$ cat src/source/bus_types_pkg.sv
package bus_types_pkg;

    typedef logic [63:0] addr_t;       // byte address
    typedef logic [63:0] dword_t;      // bus data
    typedef logic [8:0]  word_idx_t;   // doubleword index into RAM
    typedef logic [2:0]  byte_off_t;   // byte within a doubleword
    typedef logic [7:0]  byte_en_t;    // one bit per RAM lane
    typedef logic [4:0]  irq_id_t;
    typedef logic [2:0]  prio_t;       // priority or threshold

    // codes as the CPU issues them, stores use the first four
    typedef enum logic [2:0] {
        LS_B  = 3'd0,
        LS_H  = 3'd1,
        LS_W  = 3'd2,
        LS_D  = 3'd3,
        LS_BU = 3'd4,
        LS_HU = 3'd5,
        LS_WU = 3'd6
    } ls_type_e;

    typedef enum logic [3:0] {
        TGT_NONE,
        TGT_RAM,
        TGT_MTIMECMP,
        TGT_PRIORITY,
        TGT_PENDING,
        TGT_ENABLE0,
        TGT_ENABLE1,
        TGT_THRESH0,
        TGT_THRESH1,
        TGT_CLAIM0,
        TGT_CLAIM1
    } target_e;

endpackage

$ cat src/source/access_rsp_if.sv
interface access_rsp_if
    import bus_types_pkg::*;
();
    logic      valid;
    logic      is_write;
    dword_t    rdata;      // raw doubleword, not yet aligned
    byte_off_t byte_off;
    ls_type_e  ls_type;

    modport stage2 (
        output valid, is_write, rdata, byte_off, ls_type
    );

    modport stage3 (
        input valid, is_write, rdata, byte_off, ls_type
    );

endinterface

$ cat src/source/load_align.sv
module load_align
    import bus_types_pkg::*;
(
    input  logic         CLOCK_50,
    input  logic         KEY0,
    input  logic         req_valid,
    input  logic         req_is_write,
    access_rsp_if.stage3 rsp,
    output dword_t       bus_read_data,
    output logic         bus_read_done,
    output logic         bus_write_done
);
    dword_t shifted;
    dword_t extended;

    // move the addressed bytes down to bit 0
    assign shifted = rsp.rdata >> {rsp.byte_off, 3'b000};

    always_comb begin
        case (rsp.ls_type)
            LS_B:    extended = {{56{shifted[7]}}, shifted[7:0]};
            LS_H:    extended = {{48{shifted[15]}}, shifted[15:0]};
            LS_W:    extended = {{32{shifted[31]}}, shifted[31:0]};
            LS_BU:   extended = {56'b0, shifted[7:0]};
            LS_HU:   extended = {48'b0, shifted[15:0]};
            LS_WU:   extended = {32'b0, shifted[31:0]};
            default: extended = shifted;     // doubleword
        endcase
    end

    always_ff @(posedge CLOCK_50 or negedge KEY0) begin
        if (!KEY0) begin
            bus_read_data  <= '0;
            bus_read_done  <= 1'b1;
            bus_write_done <= 1'b1;
        end else begin
            // drop done one edge after the strobe
            if (req_valid) begin
                if (req_is_write)
                    bus_write_done <= 1'b0;
                else
                    bus_read_done <= 1'b0;
            end
            if (rsp.valid) begin
                if (rsp.is_write) begin
                    bus_write_done <= 1'b1;
                end else begin
                    bus_read_data <= extended;   // held until the next load
                    bus_read_done <= 1'b1;
                end
            end
        end
    end

endmodule

$ cat src/flat_wrapper.sv
// flat-port wrapper written by rule: the top's interface ports become plain ports
module load_align_flat import bus_types_pkg::*;
  (CLOCK_50, KEY0, req_valid, req_is_write, bus_read_data, bus_read_done, bus_write_done, rsp_valid, rsp_is_write, rsp_rdata, rsp_byte_off, rsp_ls_type);
  access_rsp_if rsp_i ();
  input  logic CLOCK_50;
  input  logic KEY0;
  input  logic req_valid;
  input  logic req_is_write;
  output dword_t bus_read_data;
  output logic bus_read_done;
  output logic bus_write_done;
  input wire logic [$bits(rsp_i.valid)-1:0] rsp_valid;
  input wire logic [$bits(rsp_i.is_write)-1:0] rsp_is_write;
  input wire logic [$bits(rsp_i.rdata)-1:0] rsp_rdata;
  input wire logic [$bits(rsp_i.byte_off)-1:0] rsp_byte_off;
  input wire logic [$bits(rsp_i.ls_type)-1:0] rsp_ls_type;
  assign rsp_i.valid = rsp_valid;
  assign rsp_i.is_write = rsp_is_write;
  assign rsp_i.rdata = rsp_rdata;
  assign rsp_i.byte_off = rsp_byte_off;
  assign rsp_i.ls_type = rsp_ls_type;
  load_align u_core (.CLOCK_50(CLOCK_50), .KEY0(KEY0), .req_valid(req_valid), .req_is_write(req_is_write), .rsp(rsp_i), .bus_read_data(bus_read_data), .bus_read_done(bus_read_done), .bus_write_done(bus_write_done));
endmodule
$ cat config.mk
export PLATFORM = sky130hd
export DESIGN_NAME = load_align_flat
export DESIGN_NICKNAME = d
export VERILOG_FILES = /design/src/source/bus_types_pkg.sv /design/src/source/access_rsp_if.sv /design/src/source/load_align.sv /design/src/flat_wrapper.sv
export SDC_FILE = /design/constraint.sdc
export NUM_CORES = 1
export LEC_CHECK = 0
export BUFFER_PORTS_ARGS = -buffer_cell sky130_fd_sc_hd__buf_2
export CORE_ASPECT_RATIO = 0.6
export CORE_UTILIZATION = 45
export CTS_CLUSTER_DIAMETER = 150
export CTS_CLUSTER_SIZE = 10
export DETAILED_ROUTE_END_ITERATION = 8
export GPL_TIMING_DRIVEN = 0
export PLACE_DENSITY = 0.75
export SYNTH_ARGS = -nofsm -noshare
export SYNTH_HDL_FRONTEND = slang
export SYNTH_SLANG_ARGS = --single-unit
$ cat constraint.sdc
create_clock -name CLOCK_50 -period 1.28 [get_ports CLOCK_50]
set_clock_uncertainty 0.2 [all_clocks]
set_input_delay 0.128 -clock CLOCK_50 [delete_from_list [all_inputs] [get_ports CLOCK_50]]
set_output_delay 0.128 -clock CLOCK_50 [all_outputs]
set_load 0.01 [all_outputs]
==> impl_metrics.env, run 1 <==
export IMPL_p_leak_nw=2.95
export IMPL_dieArea_um2=9890
export IMPL_crit_fanout=5
export IMPL_synthAdderAreaFrac_pct=0
export IMPL_final_cell_area_um2=6880
export IMPL_min_path_type="in -> reg"
export IMPL_hpwl_mm=12.7
export IMPL_worstHoldPathCells=3
export IMPL_synth_async_sr_flop_share_pct=100
export IMPL_fin_ws_ns=-0.347
export IMPL_synth_seq_cells=66
export IMPL_p_per_area_nw_per_um2=1150
export IMPL_dr_first_iter_drc_count=641
export IMPL_finalNetCount=750
export IMPL_ir_worst_vdd_v=0.000742
export IMPL_clock_sinks=66
export IMPL_synth_compound_area_share_pct=24.3
export IMPL_drcViolationCount=0
export IMPL_rrSetupSlack_ns=0.30
export IMPL_multiInputGateArea_um2=2990
export IMPL_portBuffers=139
export IMPL_synth_flop_cell="dfrtp_1"
export IMPL_post_route_period_util_pct=127
export IMPL_root_buffer="clkbuf_16"
export IMPL_final_hold_violation_count=0
export IMPL_cts_buffers=9
export IMPL_grt_usage_pct=36.9
export IMPL_slew_viol_final=0
export IMPL_violations="negative setup slack"
export IMPL_grt_first_pass_wirelength_mm=26.8
export IMPL_fmax_mhz=615
export IMPL_fp_coreArea_um2=9190
export IMPL_fill_cells=667
export IMPL_min_from="rsp_rdata[61]"
export IMPL_die_h_um=77.4
export IMPL_layout_common_cells="135 x buf_2, 64 x dfrtp_1, 56 x nor2_1"
export IMPL_firstDrtPassIters=5
export IMPL_crit_arrival_ns=1.64
export IMPL_ys_types=37
export IMPL_dpl_cell_area_um2=5340
export IMPL_gp_congestion=0.967
export IMPL_path_class="in -> reg"
export IMPL_maxSlewHeadroom_pct=49.6
export IMPL_postRouteAntennaNets=0
export IMPL_r2r_cells=2
export IMPL_tightest_slew_ns=0.757
export IMPL_syn_to_final_growth_pct=61.2
export IMPL_r2r_end="u_core.bus_read_data[39]"
export IMPL_wl_per_cell_um=23.3
export IMPL_clock_latency_ns=0.33
export IMPL_grt_max_degree=67
export IMPL_initial_core_util_pct=46.4
export IMPL_setup_viol=65
export IMPL_cp_end_kind="register"
export IMPL_n_antenna_cell=0
export IMPL_synth_edf_count=0
export IMPL_seq_area_um2=1650
export IMPL_r2r_start="u_core.bus_read_data[39]"
export IMPL_fin_crit_ns=1.63
export IMPL_cts_tree="built"
export IMPL_via_count=4970
export IMPL_fin_tns_setup_ns=-15.77
export IMPL_netlist_instances=482
export IMPL_grt_setup_unrepaired="yes"
export IMPL_synth_xor_area_share_pct=0
export IMPL_dp_slack_ns=-1.02
export IMPL_cp_data_required_time_ns=1.29
export IMPL_hold_path_end="u_core.bus_read_data[61]"
export IMPL_avgSynthCellArea_um2=8.85
export IMPL_routed_via_density=6.14
export IMPL_status="finished with violations"
export IMPL_synth_warnings=0
export IMPL_overflow=0
export IMPL_synthSimpleGateAreaFrac_pct=16.4
export IMPL_ios=142
export IMPL_fp_dieW_um=128
export IMPL_cts_clk_slew_worst_paths_ns=0.06
export IMPL_muxShareOfSynthArea_pct=14.7
export IMPL_wirelength_mm=18.8
export IMPL_cts_buffer_depth=2
export IMPL_std_cell_rows=27
export IMPL_synth_top_family_by_area="compound AO/OA/AOI/OAI gates"
export IMPL_ys_seq_area_share_pct=38.8
export IMPL_antenna_found_initial=0
export IMPL_grt_pass1_vias=4668
export IMPL_synth_nets=558
export IMPL_yosys_area_top_type="dfrtp_1"
export IMPL_max_cap_violations=0
export IMPL_drive_gt1_share_pct=53.3
export IMPL_start_kind="input pin"
export IMPL_final_common_cell="buf_2"
export IMPL_post_synth_top_area_fraction_pct=37.5
export IMPL_synth_area_top_cells="dfrtp_1 38%, a21oi_1 10%, mux2i_1 7.7%"
export IMPL_htreeDepth=3
export IMPL_syn_area_um2=4270
flip-flops by register name, summed over array words and instances (netlist names):
| signal | flops |
|---|---|
| u_core.bus_read_data | 64 |
| u_core.bus_read_done | 1 |
| u_core.bus_write_done | 1 |
cell usage after synthesis, drive strengths merged, types with 2 or more instances:
cell type and number:
a211oi 21, a21oi 86, a31oi 13, and2 2, buf 23, clkbuf 22
dfrtp 64, dfstp 2, mux2 12, mux2i 33, mux4 7, nand2 35
nand2b 14, nor2 70, nor2b 16, nor3 2, nor4 2, o211ai 5
o21ai 17, o221ai 12, o22a 7, o22ai 3, or3 8
worst max-delay path, cell delays in order:
cell and delay (ns):
buf_12 0.11, mux2_4 0.31, buf_4 0.15, o22ai_4 0.20, nor3_4 0.07, buf_6 0.13, nor2_4 0.27, clkbuf_16 0.22
a21oi_1 0.06
timing repair:
action | in CTS | in global routing
resized for setup | 121 | 66
hold endpoints to repair | 69 | 0
gates cloned | 2 | 6
pin swaps | 29 | 30
hold buffers | 8 | 0
setup endpoints to repair | 67 | 129
buffers inserted | 21 | 9
logic make-up after synthesis:
group,count (synthesis)
buffers and inverters,46
muxes,52
DFF,66
and+or+nand+nor,151
AOI/OAI and AO/OA,167
final cells by class:
| class | instances | area share, % |
|---|---|---|
| Inverter | 1 | 0.0546 |
| Multi-Input combinational cell | 370 | 43.5 |
| Clock buffer | 10 | 3.48 |
| Sequential cell | 66 | 24.1 |
| Timing Repair Buffer | 185 | 19.3 |
| Clock inverter | 6 | 1.29 |
| Buffer | 41 | 5.93 |
| Tap cell | 130 | 2.37 |
metal layers:
layer  routed length [µm]  track usage [%]
met5                    0                0
met4                  563             11.3
met3                 2380             13.4
met2                 7990             53.0
met1                 7880             51.8
report_power, final:
group / total (mW) / switching [mW] / leakage (nW) / internal [mW]
clock: 2.72 / 0.964 / 0.155 / 1.76
sequential: 2.59 / 0.175 / 0.770 / 2.41
combinational: 2.61 / 1.43 / 2.02 / 1.17
worst max-delay path by stage:
stage | depth (start not counted) | endpoint | startpoint
after floorplan | 7 | u_core.bus_read_data[39] | rsp_byte_off[0]
after global routing | 9 | u_core.bus_read_data[23] | rsp_byte_off[0]
after detailed placement | 7 | u_core.bus_read_data[41] | rsp_byte_off[1]
after CTS | 9 | u_core.bus_read_data[49] | rsp_byte_off[2]
final | 9 | u_core.bus_read_data[23] | rsp_byte_off[0]
after global placement | 7 | u_core.bus_read_data[35] | rsp_ls_type[1]
through the flow:
| step | std cells | utilization, % | hold WS [ns] | power, mW |
|---|---|---|---|---|
| 6_report | 809 | 74.8 | 0.0110 | 7.92 |
| 5_1_grt | 809 | 74.8 | 0.0124 | 8.21 |
| 4_1_cts | 797 | 70.2 | 0.0110 | 7.67 |
| 3_5_place_dp | 751 | 58.1 | 0.0849 | 4.63 |
| 3_3_place_gp | 751 | 58.1 | 0.195 | 4.59 |
| 2_1_floorplan | 482 | - | -0.368 | 3.77 |
No activity file was read; power rests on OpenSTA's default activity.
==> run 2: changes to the inputs <==
Settings changed: MAX_ROUTING_LAYER set to met4.
==> run 2 against run 1 <==
Compared with the run above: the run still ends with negative setup slack left; via count shrank 2.3%; cell area down 2.1%; first-iteration DRC count down 10%; die area unchanged; register-to-register slack about the same; sequential share of layout area grew 0.53 points; global-route usage rose by 1.3 points; sequential cell count unchanged; worst setup slack better by 0.036 ns; clock power decreased by 1%; core utilization shrank 1.6 points; critical path depth is 1 lower; highest routed layer unchanged.
==> impl_metrics.env, run 2 (synthesis results as in run 1) <==
export IMPL_via_count=4854
export IMPL_grt_usage_pct=38.3
export IMPL_overflow=0
export IMPL_die_h_um=77.4
export IMPL_grt_setup_unrepaired="yes"
export IMPL_crit_fanout=10
export IMPL_r2r_start="u_core.bus_read_data[52]"
export IMPL_clock_sinks=66
export IMPL_hold_path_end="u_core.bus_read_data[60]"
export IMPL_max_cap_violations=0
export IMPL_grt_max_degree=67
export IMPL_gp_congestion=0.948
export IMPL_status="finished with violations"
export IMPL_top_regs="u_core.bus_read_data: 64 flops, u_core.bus_read_done: 1 flops, u_core.bus_write_done: 1 flops"
export IMPL_drcViolationCount=0
export IMPL_cp_data_required_time_ns=1.30
export IMPL_final_common_cell="buf_2"
export IMPL_final_cell_area_um2=6730
export IMPL_drive_gt1_share_pct=53.2
export IMPL_dr_first_iter_drc_count=576
export IMPL_fmax_mhz=628
export IMPL_violations="negative setup slack"
export IMPL_layout_common_cells="139 x buf_2, 64 x dfrtp_1, 58 x nor2_1"
export IMPL_ir_worst_vdd_v=0.000717
export IMPL_fin_ws_ns=-0.311
export IMPL_cts_buffers=9
export IMPL_crit_arrival_ns=1.61
export IMPL_cts_buffer_depth=2
export IMPL_cts_tree="built"
export IMPL_dp_slack_ns=-1.08
export IMPL_htreeDepth=3
export IMPL_hpwl_mm=12.9
export IMPL_min_path_type="in -> reg"
export IMPL_final_util_pct=73.2
export IMPL_wl_per_cell_um=22.6
export IMPL_r2r_cells=2
export IMPL_setup_viol=65
export IMPL_worstHoldPathCells=3
export IMPL_r2r_end="u_core.bus_read_data[52]"
export IMPL_fp_dieW_um=128
export IMPL_fp_coreArea_um2=9190
export IMPL_wirelength_mm=18.0
export IMPL_maxSlewHeadroom_pct=53.2
export IMPL_post_route_period_util_pct=124
export IMPL_cts_clk_slew_worst_paths_ns=0.06
export IMPL_root_buffer="clkbuf_16"
export IMPL_largest_reg_flops=64
export IMPL_clock_latency_ns=0.33
export IMPL_final_hold_violation_count=0
export IMPL_portBuffers=139
export IMPL_n_antenna_cell=0
export IMPL_dpl_cell_area_um2=5340
export IMPL_fin_crit_ns=1.59
export IMPL_start_kind="input pin"
export IMPL_postRouteAntennaNets=0
export IMPL_min_from="rsp_rdata[60]"
export IMPL_ios=142
export IMPL_antenna_found_initial=0
export IMPL_routed_via_density=6.08
export IMPL_slew_viol_final=0
export IMPL_top_register="u_core.bus_read_data"
export IMPL_cp_end_kind="register"
export IMPL_p_per_area_nw_per_um2=1160
export IMPL_p_leak_nw=2.87
export IMPL_path_class="in -> reg"
export IMPL_dieArea_um2=9890
export IMPL_tightest_slew_ns=0.702
export IMPL_std_cell_rows=27
export IMPL_finalNetCount=740
export IMPL_grt_pass1_vias=4683
export IMPL_firstDrtPassIters=5
export IMPL_syn_to_final_growth_pct=57.8
export IMPL_initial_core_util_pct=46.4
export IMPL_rrSetupSlack_ns=0.31
export IMPL_grt_first_pass_wirelength_mm=27.0
==> run 2: how the worst max path moves through the flow <==
stage | startpoint | endpoint | slack [ns]
2_1_floorplan | rsp_byte_off[0] | u_core.bus_read_data[39] | -0.53
3_3_place_gp | rsp_byte_off[1] | u_core.bus_read_data[40] | -0.99
3_5_place_dp | rsp_byte_off[1] | u_core.bus_read_data[40] | -1.08
4_1_cts | rsp_byte_off[2] | u_core.bus_read_data[62] | -0.29
5_1_grt | rsp_byte_off[0] | u_core.bus_read_data[44] | -0.35
6_report | rsp_byte_off[0] | u_core.bus_read_data[62] | -0.31
==> run 2: through the flow <==
stage          TNS [ns]  hold WS (ns)  power [mW]  cells
4_1_cts          -14.53        0.0108        7.70    799
3_3_place_gp     -74.39         0.192        4.60    751
2_1_floorplan    -25.49        -0.368        3.77    482
6_report         -16.10        0.0164        7.81    799
3_5_place_dp     -54.07        0.0934        4.63    751
5_1_grt          -17.52        0.0205        8.10    799
==> run 2: layout make-up <==
cell class | count | area, µm²
buffer | 43 | 410
clock buffer | 10 | 229
clock inverter | 6 | 90.1
fill | 693 | 2460
inverter | 1 | 3.75
multi-input combinational | 370 | 3060
sequential | 66 | 1650
tap | 130 | 163
timing repair buffer | 173 | 1120
==> run 2: repair_timing <==
item,in CTS,in global routing
gates resized for setup,143,44
hold buffers,7,0
endpoints found under the hold margin,68,0
setup endpoints to repair,67,130
pin swaps,40,24
setup buffers,23,2
gates cloned,3,0
==> run 2: layer usage <==
metal  track usage, %  routed length, µm  vias up
met5                -                  0        -
met4             9.65                383        0
met3             10.0               2010       43
met2             54.0               7610      332
met1             54.6               8040     2353
li1                 -                  -     2126
==> run 2: power by group <==
| part | total, mW | internal [mW] | switching, mW | leakage, nW |
|---|---|---|---|---|
| Combinational | 2.54 | 1.13 | 1.41 | 1.95 |
| Clock | 2.68 | 1.71 | 0.967 | 0.153 |
| Sequential | 2.59 | 2.41 | 0.176 | 0.770 |
==> run 2: critical path, stage by stage <==
cell,delay (ns)
buf_12,0.10
mux2_2,0.37
o22ai_2,0.28
nor4_4,0.08
a211oi_4,0.22
buf_6,0.19
buf_8,0.16
a21oi_1,0.07
