File: src/source/bus_types_pkg.sv
package bus_types_pkg;

    typedef logic [63:0] addr_t;       // byte address
    typedef logic [63:0] dword_t;      // bus data
    typedef logic [8:0]  word_idx_t;   // doubleword index into RAM
    typedef logic [2:0]  byte_off_t;   // byte within a doubleword
    typedef logic [7:0]  byte_en_t;    // one bit per RAM lane
    typedef logic [4:0]  irq_id_t;
    typedef logic [2:0]  prio_t;       // priority or threshold

    // codes as the CPU issues them, stores use the first four
    typedef enum logic [2:0] {
        LS_B  = 3'd0,
        LS_H  = 3'd1,
        LS_W  = 3'd2,
        LS_D  = 3'd3,
        LS_BU = 3'd4,
        LS_HU = 3'd5,
        LS_WU = 3'd6
    } ls_type_e;

    typedef enum logic [3:0] {
        TGT_NONE,
        TGT_RAM,
        TGT_MTIMECMP,
        TGT_PRIORITY,
        TGT_PENDING,
        TGT_ENABLE0,
        TGT_ENABLE1,
        TGT_THRESH0,
        TGT_THRESH1,
        TGT_CLAIM0,
        TGT_CLAIM1
    } target_e;

endpackage

File: src/source/bus_map_pkg.sv
package bus_map_pkg;

    // on-chip RAM window
    localparam logic [63:0] RAM_BASE = 64'h0000_0000_8000_0000;
    localparam logic [63:0] RAM_SIZE = 64'd4096;                   // bytes

    // machine timer compare, mtime itself lives in the CPU
    localparam logic [63:0] MTIMECMP_ADDR  = 64'h0000_0000_0200_4000;
    localparam logic [63:0] MTIMECMP_RESET = 64'h0000_0000_8000_0000;

    // interrupt controller
    localparam logic [63:0] PLIC_BASE        = 64'h0000_0000_0C00_0000;
    localparam logic [63:0] PLIC_PRIO_STRIDE = 64'd4;              // one word per id
    localparam int          PLIC_NUM_SOURCES = 5;                  // ids 1 to 5

    localparam logic [63:0] PLIC_PENDING = 64'h0000_0000_0C00_1000;

    localparam logic [63:0] PLIC_ENABLE            = 64'h0000_0000_0C00_2000;
    localparam logic [63:0] PLIC_CTX_ENABLE_STRIDE = 64'h80;

    // threshold and claim repeat per context
    localparam logic [63:0] PLIC_THRESHOLD  = 64'h0000_0000_0C20_0000;
    localparam logic [63:0] PLIC_CLAIM      = 64'h0000_0000_0C20_0004;
    localparam logic [63:0] PLIC_CTX_STRIDE = 64'h1000;

    // only wired source, stands in for the uart line
    localparam int PLIC_SOURCE_ID = 1;

endpackage

File: src/source/decoded_req_if.sv
interface decoded_req_if
    import bus_types_pkg::*;
();
    logic      valid;      // one cycle per request
    logic      is_write;
    target_e   target;
    word_idx_t word_idx;
    byte_off_t byte_off;
    irq_id_t   irq_id;     // only meaningful for priority accesses
    ls_type_e  ls_type;
    dword_t    wdata;

    modport stage1 (
        output valid, is_write, target, word_idx,
        output byte_off, irq_id, ls_type, wdata
    );

    modport stage2 (
        input valid, is_write, target, word_idx,
        input byte_off, irq_id, ls_type, wdata
    );

endinterface

File: src/source/address_decode.sv
module address_decode
    import bus_types_pkg::*;
    import bus_map_pkg::*;
(
    input  logic          CLOCK_50,
    input  logic          KEY0,
    input  addr_t         bus_address,
    input  dword_t        bus_write_data,
    input  ls_type_e      bus_ls_type,
    input  logic          bus_read_enable,
    input  logic          bus_write_enable,
    decoded_req_if.stage1 req
);
    addr_t   plic_off;
    target_e target;
    logic    strobe;

    assign strobe   = bus_read_enable | bus_write_enable;
    assign plic_off = bus_address - PLIC_BASE;   // wraps large below the base

    always_comb begin
        target = TGT_NONE;
        if (bus_address >= RAM_BASE && bus_address < RAM_BASE + RAM_SIZE) begin
            target = TGT_RAM;
        end else if (bus_address == MTIMECMP_ADDR) begin
            target = TGT_MTIMECMP;
        end else if (plic_off >= PLIC_PRIO_STRIDE && plic_off[1:0] == 2'b00 &&
                     plic_off <= PLIC_PRIO_STRIDE * PLIC_NUM_SOURCES) begin
            target = TGT_PRIORITY;                 // id 0 stays unmapped
        end else if (bus_address == PLIC_PENDING) begin
            target = TGT_PENDING;
        end else if (bus_address == PLIC_ENABLE) begin
            target = TGT_ENABLE0;
        end else if (bus_address == PLIC_ENABLE + PLIC_CTX_ENABLE_STRIDE) begin
            target = TGT_ENABLE1;
        end else if (bus_address == PLIC_THRESHOLD) begin
            target = TGT_THRESH0;
        end else if (bus_address == PLIC_THRESHOLD + PLIC_CTX_STRIDE) begin
            target = TGT_THRESH1;
        end else if (bus_address == PLIC_CLAIM) begin
            target = TGT_CLAIM0;
        end else if (bus_address == PLIC_CLAIM + PLIC_CTX_STRIDE) begin
            target = TGT_CLAIM1;
        end
    end

    always_ff @(posedge CLOCK_50 or negedge KEY0) begin
        if (!KEY0) begin
            req.valid <= 1'b0;
        end else begin
            req.valid <= strobe;     // high for one cycle only
        end
    end

    // request fields, captured with the strobe
    always_ff @(posedge CLOCK_50) begin
        if (strobe) begin
            req.is_write <= bus_write_enable;
            req.target   <= target;
            req.word_idx <= bus_address[3 +: $bits(word_idx_t)];
            req.byte_off <= bus_address[2:0];
            req.irq_id   <= plic_off[2 +: $bits(irq_id_t)];   // offset / 4
            req.ls_type  <= bus_ls_type;
            req.wdata    <= bus_write_data;
        end
    end

endmodule

File: src/flat_wrapper.sv
// flat-port wrapper written by rule: the top's interface ports become plain ports
module address_decode_flat import bus_types_pkg::*; import bus_map_pkg::*;
  (CLOCK_50, KEY0, bus_address, bus_write_data, bus_ls_type, bus_read_enable, bus_write_enable, req_valid, req_is_write, req_target, req_word_idx, req_byte_off, req_irq_id, req_ls_type, req_wdata);
  decoded_req_if req_i ();
  input  logic CLOCK_50;
  input  logic KEY0;
  input  addr_t bus_address;
  input  dword_t bus_write_data;
  input  ls_type_e bus_ls_type;
  input  logic bus_read_enable;
  input  logic bus_write_enable;
  output wire logic [$bits(req_i.valid)-1:0] req_valid;
  output wire logic [$bits(req_i.is_write)-1:0] req_is_write;
  output wire logic [$bits(req_i.target)-1:0] req_target;
  output wire logic [$bits(req_i.word_idx)-1:0] req_word_idx;
  output wire logic [$bits(req_i.byte_off)-1:0] req_byte_off;
  output wire logic [$bits(req_i.irq_id)-1:0] req_irq_id;
  output wire logic [$bits(req_i.ls_type)-1:0] req_ls_type;
  output wire logic [$bits(req_i.wdata)-1:0] req_wdata;
  assign req_valid = req_i.valid;
  assign req_is_write = req_i.is_write;
  assign req_target = req_i.target;
  assign req_word_idx = req_i.word_idx;
  assign req_byte_off = req_i.byte_off;
  assign req_irq_id = req_i.irq_id;
  assign req_ls_type = req_i.ls_type;
  assign req_wdata = req_i.wdata;
  address_decode u_core (.CLOCK_50(CLOCK_50), .KEY0(KEY0), .bus_address(bus_address), .bus_write_data(bus_write_data), .bus_ls_type(bus_ls_type), .bus_read_enable(bus_read_enable), .bus_write_enable(bus_write_enable), .req(req_i));
endmodule
File: config.mk
export PLATFORM = sky130hd
export DESIGN_NAME = address_decode_flat
export DESIGN_NICKNAME = d
export VERILOG_FILES = /design/src/source/bus_types_pkg.sv /design/src/source/bus_map_pkg.sv /design/src/source/decoded_req_if.sv /design/src/source/address_decode.sv /design/src/flat_wrapper.sv
export SDC_FILE = /design/constraint.sdc
export NUM_CORES = 1
export LEC_CHECK = 0
export BUFFER_PORTS_ARGS = -buffer_cell sky130_fd_sc_hd__buf_2
export CORE_MARGIN = 10
export CORE_UTILIZATION = 30
export DETAILED_ROUTE_END_ITERATION = 8
export PLACE_DENSITY_LB_ADDON = 0.3
export SLEW_MARGIN = 20
export SYNTH_ARGS = -nofsm -noshare
export SYNTH_HDL_FRONTEND = slang
export SYNTH_SLANG_ARGS = --single-unit
File: constraint.sdc
create_clock -name CLOCK_50 -period 0.8 [get_ports CLOCK_50]
set_clock_uncertainty 0.15 [all_clocks]
set_input_delay 0.12 -clock CLOCK_50 [delete_from_list [all_inputs] [get_ports CLOCK_50]]
set_output_delay 0.12 -clock CLOCK_50 [all_outputs]
set_load 0.01 [all_outputs]
==> results.md, run 1 <==
- Post-route cell area: 5880 um2
- Port Buffer Count: 224
- CP startpoint kind: input port
- Synth Flop Type: edfxtp_1
- Register area share after synthesis: about four fifths
- Syn_area_per_cell: 17.4 um2
- CP Data Required Time: 820 ps
- Pin count of the biggest net entering global routing: 51
- Final min period: 1780 ps
- Post-route insts no fill: 648
- Die X-Extent: 124 um
- EDFF count, synth: 84
- Post-DP HPWL: 9370 um
- H-tree Lvls: 3
- Row cnt: 37
- Final antenna-violating net count: 0
- Synth cell types: 43
- Layout cell share with drive strength beyond 1: a little under three fifths
- Initial Utilization: 31.1%
- RSZ-0062 raised after global routing: yes
- Ant diodes: 0
- Final hold violations: 21
- Post-synth top area cell: edfxtp_1
- Placed instance count: between 500 and 600
- CTS Buffer Depth: 2
- Vias: 2987
- Fmax: 0.562 GHz
- Vias in the first global route: roughly 3300
- Area grow syn2layout: 81.2%
- CTS tree: built
- Share of the synthesized area in the top cell type: 77.7%
- Fin. max-slew vios: 0
- Power Density: 1650 nW/um2
- # DRC: 0
- Fillers: 828
- Initial antenna violation count: 0
- Worst-Margin Slew: 287 ps
- Die Y: 124 um
- Synthesis Warnings: 0
- Core area: 10400 um2
- Period utilisation layout: 222%
- CP endpoint kind: flip-flop
- Clock Pin Slew Worst Setup and Hold Paths: 80 ps
- Critical Path AT: 1800 ps
- Clock root cell: clkbuf_8
- First drt pass iteration count: 4
- First-iteration detailed-routing DRC count: 231
- Drt total wl: 12200 um
- First-pass GRT wire length: 17600 um
- Post-Synthesis Cells: between 150 and 200
- Post-Syn Area: around 3200 um2
- Final nets: 642
- Worst relative slew slack: 80.9%
- Most common cell in the netlist: edfxtp_1
- Synth top area cells: edfxtp_1 (78%), nor3_1 (2.5%), buf_4 (1.2%)
- Die area: between 15000 and 20000 um2
- Avg Vias per Cell: 4.61
- GPL Wtd Cong: ~0.84
- Commonest cells in the netlist: edfxtp_1 (84), nor3_1 (16), nor2_1 (8), nand2_1 (6), nor4_1 (6)
- Finish-stage setup viols: 115
- Ports: about 230
- Total Routing Usage GR: between 10% and 20%
- Worst-path maximum fanout: 4
- Status: finished with violations
- Critical path class: in2reg
- Worst hold slack: -180 ps
- DP Area: 4850 um2
- Failing checks: negative hold slack, negative setup slack
- Num CTS Buffers: 9
- Routed len/inst: 18.8 um
- Critical Path, Cell by Cell: buf_6, nor4_4, nand3_2, a2111o_1, or4_4, o31ai_1
- Pre-CTS setup slack: -1370 ps
- Worst setup margin: -980 ps
- Syn Nets: between 300 and 400
- Pleak: 2.66 nW
- Worst vdd rail ir drop: 915 uV
- GRT overflow: 0
- Crit-path slowest cell: or4_4
- Hold crit path type: in2reg
- Max Cap Violations: 0
- Yosys reg bits: 85
- Crit path largest cell delay: ~550 ps
- Sinks on the clock net: 85
- Final setup TNS: -33760 ps
- Post-synth ARST share: 1.18%
-- layer usage --
| layer | wire length, um | vias to the layer above | track usage (%) |
|---|---|---|---|
| met5 | 0 | - | 0 |
| li1 | - | 1400 | - |
| met4 | 161 | 0 | 6.04 |
| met1 | 4480 | 1398 | 16.1 |
| met3 | 1470 | 15 | 5.61 |
| met2 | 6090 | 174 | 25.8 |
-- cells in the final DEF, fill, tap and decap left out, drive strengths merged, types with 3 or more instances in the layout --
cell	n
o21ai	3
a21oi	3
dlymetal6s4s	25
nand3	4
nand2	7
edfxtp	84
dlygate4sd3	42
clkbuf	11
clkinv	3
nor3	18
o31ai	4
or4	5
buf	248
nor2	8
nor4	10
nand4	5
-- through the flow --
stage / power, W / util, %
4_1_cts: 0.00975 / 55.3
3_5_place_dp: 0.00697 / 46.6
6_report: 0.00968 / 56.4
3_3_place_gp: 0.00693 / 46.6
5_1_grt: 0.0102 / 56.4
2_1_floorplan: 0.00597 / -
-- worst paths after layout --
| check | from | endpoint | slack, ps | cells past startpoint |
|---|---|---|---|---|
| max in group asynchronous | KEY0 | u_core.req.valid | 500 | 2 |
| min in group asynchronous | KEY0 | u_core.req.valid | -80 | 2 |
| min | bus_write_enable | u_core.req.is_write | -180 | 1 |
| max | bus_address[16] | u_core.req.target[1] | -980 | 6 |
-- where the power goes --
part | switching [W] | total, W | internal [W]
clock | 0.00137 | 0.00247 | 0.00110
combinational | 0.000850 | 0.00178 | 0.000934
sequential | 0.000106 | 0.00543 | 0.00532
-- sequential cells by signal (all words and copies together), names as in the netlist --
signal and count:
u_core.req.target 4, u_core.req.irq_id 4, u_core.req.wdata 64, u_core.req.valid 1
u_core.req.byte_off 2, u_core.req.is_write 1, u_core.req.ls_type 3, u_core.req.word_idx 6
-- cells by family (layout without fill, tap and decap cells) --
logic type	after synthesis	count (layout)	synth area share, %
muxes	1	1	0.309
DFF	85	85	78.5
AOI/OAI and AO/OA	21	21	5.01
and+or+nand+nor	73	73	14.7
buffers and inverters	5	331	1.16
xor gates and xnor gates	1	1	0.270
-- worst max-delay path: cells and delay by family --
| family | cells | cell delay (ps) |
|---|---|---|
| AOI/OAI and AO/OA | 2 | 600 |
| buffers and inverters | 1 | 90 |
| and+or+nand+nor | 3 | 980 |
-- timing repair --
action	4_1_cts	5_1_grt
setup buffers	1	0
gates cloned	0	0
hold endpoints to repair	81	38
resized for setup	26	39
pin swaps	6	3
hold buffers	60	7
setup endpoints to repair	94	138
-- area by class of cell --
class	count	area, um2	share of cell area (%)
Sequential cell	85	2550	43.3
Timing Repair Buffer	315	2180	37.0
Multi-Input combinational cell	96	825	14.0
Tap cell	136	170	2.89
Clock buffer	11	131	2.23
Clock inverter	5	27.5	0.468
Note: power is estimated with default switching activity, not from simulation.
==> run 2: changes to the inputs <==
--- a/config.mk
+++ b/config.mk
@@ -6,10 +6,14 @@
 export NUM_CORES = 1
 export LEC_CHECK = 0
 export BUFFER_PORTS_ARGS = -buffer_cell sky130_fd_sc_hd__buf_2
+export CAP_MARGIN = 20
+export CELL_PAD_IN_SITES_DETAIL_PLACEMENT = 0
+export CELL_PAD_IN_SITES_GLOBAL_PLACEMENT = 1
 export CORE_MARGIN = 10
-export CORE_UTILIZATION = 30
+export CORE_UTILIZATION = 28
 export DETAILED_ROUTE_END_ITERATION = 8
 export PLACE_DENSITY_LB_ADDON = 0.3
+export REMOVE_ABC_BUFFERS = 1
 export SLEW_MARGIN = 20
 export SYNTH_ARGS = -nofsm -noshare
 export SYNTH_HDL_FRONTEND = slang
==> results.md, run 2 (synthesis results as in run 1) <==
- Met1 Use GR: 15.4%
- Finish-stage setup viols: 94
- CTS Hold Bufs: 1
- Die Y: 128 um
- Layout cell share with drive strength beyond 1: 68.4%
- CP endpoint kind: flip-flop
- GPL Wtd Cong: just over 0.8
- Worst relative slew slack: 79.9%
- Initial Utilization: 28.5%
- Period utilisation layout: 221%
- First-pass GRT wire length: ~17000 um
- Initial antenna violation count: 1
- Total Routing Usage GR: 13.3%
- Final antenna-violating net count: 0
- CTS Buffer Depth: 2
- Sinks on the clock net: 85
- Fin. max-slew vios: 0
- Power Density: 2020 nW/um2
- First drt pass iteration count: 4
- Final Power: 0.0110 W
- Post-DP HPWL: 9340 um
- Drt total wl: 11500 um
- Worst vdd rail ir drop: 1350 uV
- Pre-CTS setup slack: -1430 ps
- CP startpoint kind: input port
- RSZ-0062 raised after global routing: yes
- GRT met3 Usage: 5.50%
- Clock root cell: clkbuf_16
- Critical path class: in2reg
- Final min period: 1770 ps
- Num CTS Buffers: 9
- Largest registers: u_core.req.wdata (64), u_core.req.word_idx (6)
- Pleak: 2.36 nW
- Worst hold slack: -189 ps
- Critical Path AT: ~1800 ps
- Pin count of the biggest net entering global routing: 43
- Avg Vias per Cell: 4.54
- Hold crit path type: in2reg
- GRT overflow: 0
- Vias: 2793
- Worst setup margin: -965 ps
- Top Usage Layer GRT: met2
- CTS tree: built
- # DRC: 0
- Failing checks: negative hold slack, negative setup slack
- Area grow syn2layout: 68.6%
- Ports: 225
- Routed len/inst: 18.7 um
- Vias in the first global route: 3021
- M2 GR Usage: between 20% and 30%
- Row cnt: 39
- Most common library cell in the layout ignoring fill and taps: buf_2
- Final hold violations: 80
- Worst-path maximum fanout: 5
- Die area: 16300 um2
- Max Cap Violations: 0
- Status: finished with violations
- H-tree Lvls: 3
- Number of flip-flops in the largest register: 64
- Port Buffer Count: 224
- Final nets: around 600
- Core area: 11400 um2
- Commonest cells after routing, fill and taps aside: buf_2 (212), edfxtp_1 (84), buf_4 (48)
- Die X-Extent: 128 um
- Ant diodes: 0
- First-iteration detailed-routing DRC count: 211
- Worst-Margin Slew: between 200 and 300 ps
- Fmax: 0.566 GHz
- Largest Register: u_core.req.wdata
- Final setup TNS: -31430 ps
- CP Data Required Time: approximately 810 ps
- Clock Pin Slew Worst Setup and Hold Paths: 60 ps
==> run 2: changes by cell type in the layout (fill, tap and decap cells not counted), moves of 2 or more <==
| cell | previous run | this run |
|---|---|---|
| dlygate4sd3_1 | 42 | 1 |
| dlymetal6s4s_1 | 25 | 0 |
| buf_2 | 193 | 212 |
| clkbuf_16 | 0 | 9 |
| clkbuf_8 | 9 | 0 |
| buf_4 | 40 | 48 |
| buf_6 | 14 | 11 |
| clkinv_1 | 2 | 0 |
| inv_6 | 0 | 2 |
==> run 2: worst paths after layout <==
path                               startpoint                    to  slack [ps]  cells past startpoint
setup / recovery              bus_address[20]  u_core.req.target[0]        -970                      6
hold / removal             bus_write_data[12]  u_core.req.wdata[12]        -190                      1
max in group asynchronous                KEY0      u_core.req.valid         470                      2
min in group asynchronous                KEY0      u_core.req.valid         -60                      2
==> run 2: metal layers <==
metal / vias up / part of all wire [%]
met1: 1302 / 41
li1: 1327 / -
met5: - / 0
met2: 156 / 48
met3: 8 / 9.8
met4: 0 / 1.2
==> run 2: power breakdown <==
part | internal [W] | switching, W
Clock | 0.00244 | 0.00165
Sequential | 0.00533 | 0.0000974
Combinational | 0.000729 | 0.000791
Total | 0.00850 | 0.00254
==> run 2: through the flow <==
| step | instance area (um2) | utilization, % | hold WS (ps) | instances |
|---|---|---|---|---|
| global route | 5470 | 48.1 | -207 | 615 |
| CTS | 5360 | 47.1 | -209 | 613 |
| finish | 5470 | 48.1 | -189 | 615 |
| detailed placement | 4860 | 42.7 | -253 | 591 |
| global placement | 4860 | 42.7 | -253 | 591 |
| floorplan | 3210 | - | -326 | 181 |
==> run 2: worst max-delay path, stage by stage <==
cell,delay (ps)
buf_2,110
nor4_4,250
nand3_2,150
a2111o_1,400
or4_4,550
o31ai_1,190
==> run 2: layout make-up <==
cell class                 count  area, um2
fill                        1041       5900
sequential                    85       2550
timing repair buffer         275       1610
multi-input combinational     96        837
clock buffer                  10        229
tap                          143        179
clock inverter                 6       68.8
==> run 2: what timing repair did <==
action / in CTS / in global routing
resized for setup: 27 / 18
setup buffers: 5 / 2
endpoints found under the setup margin: 94 / 94
endpoints found under the hold margin: 81 / 81
pin swaps: 17 / 12
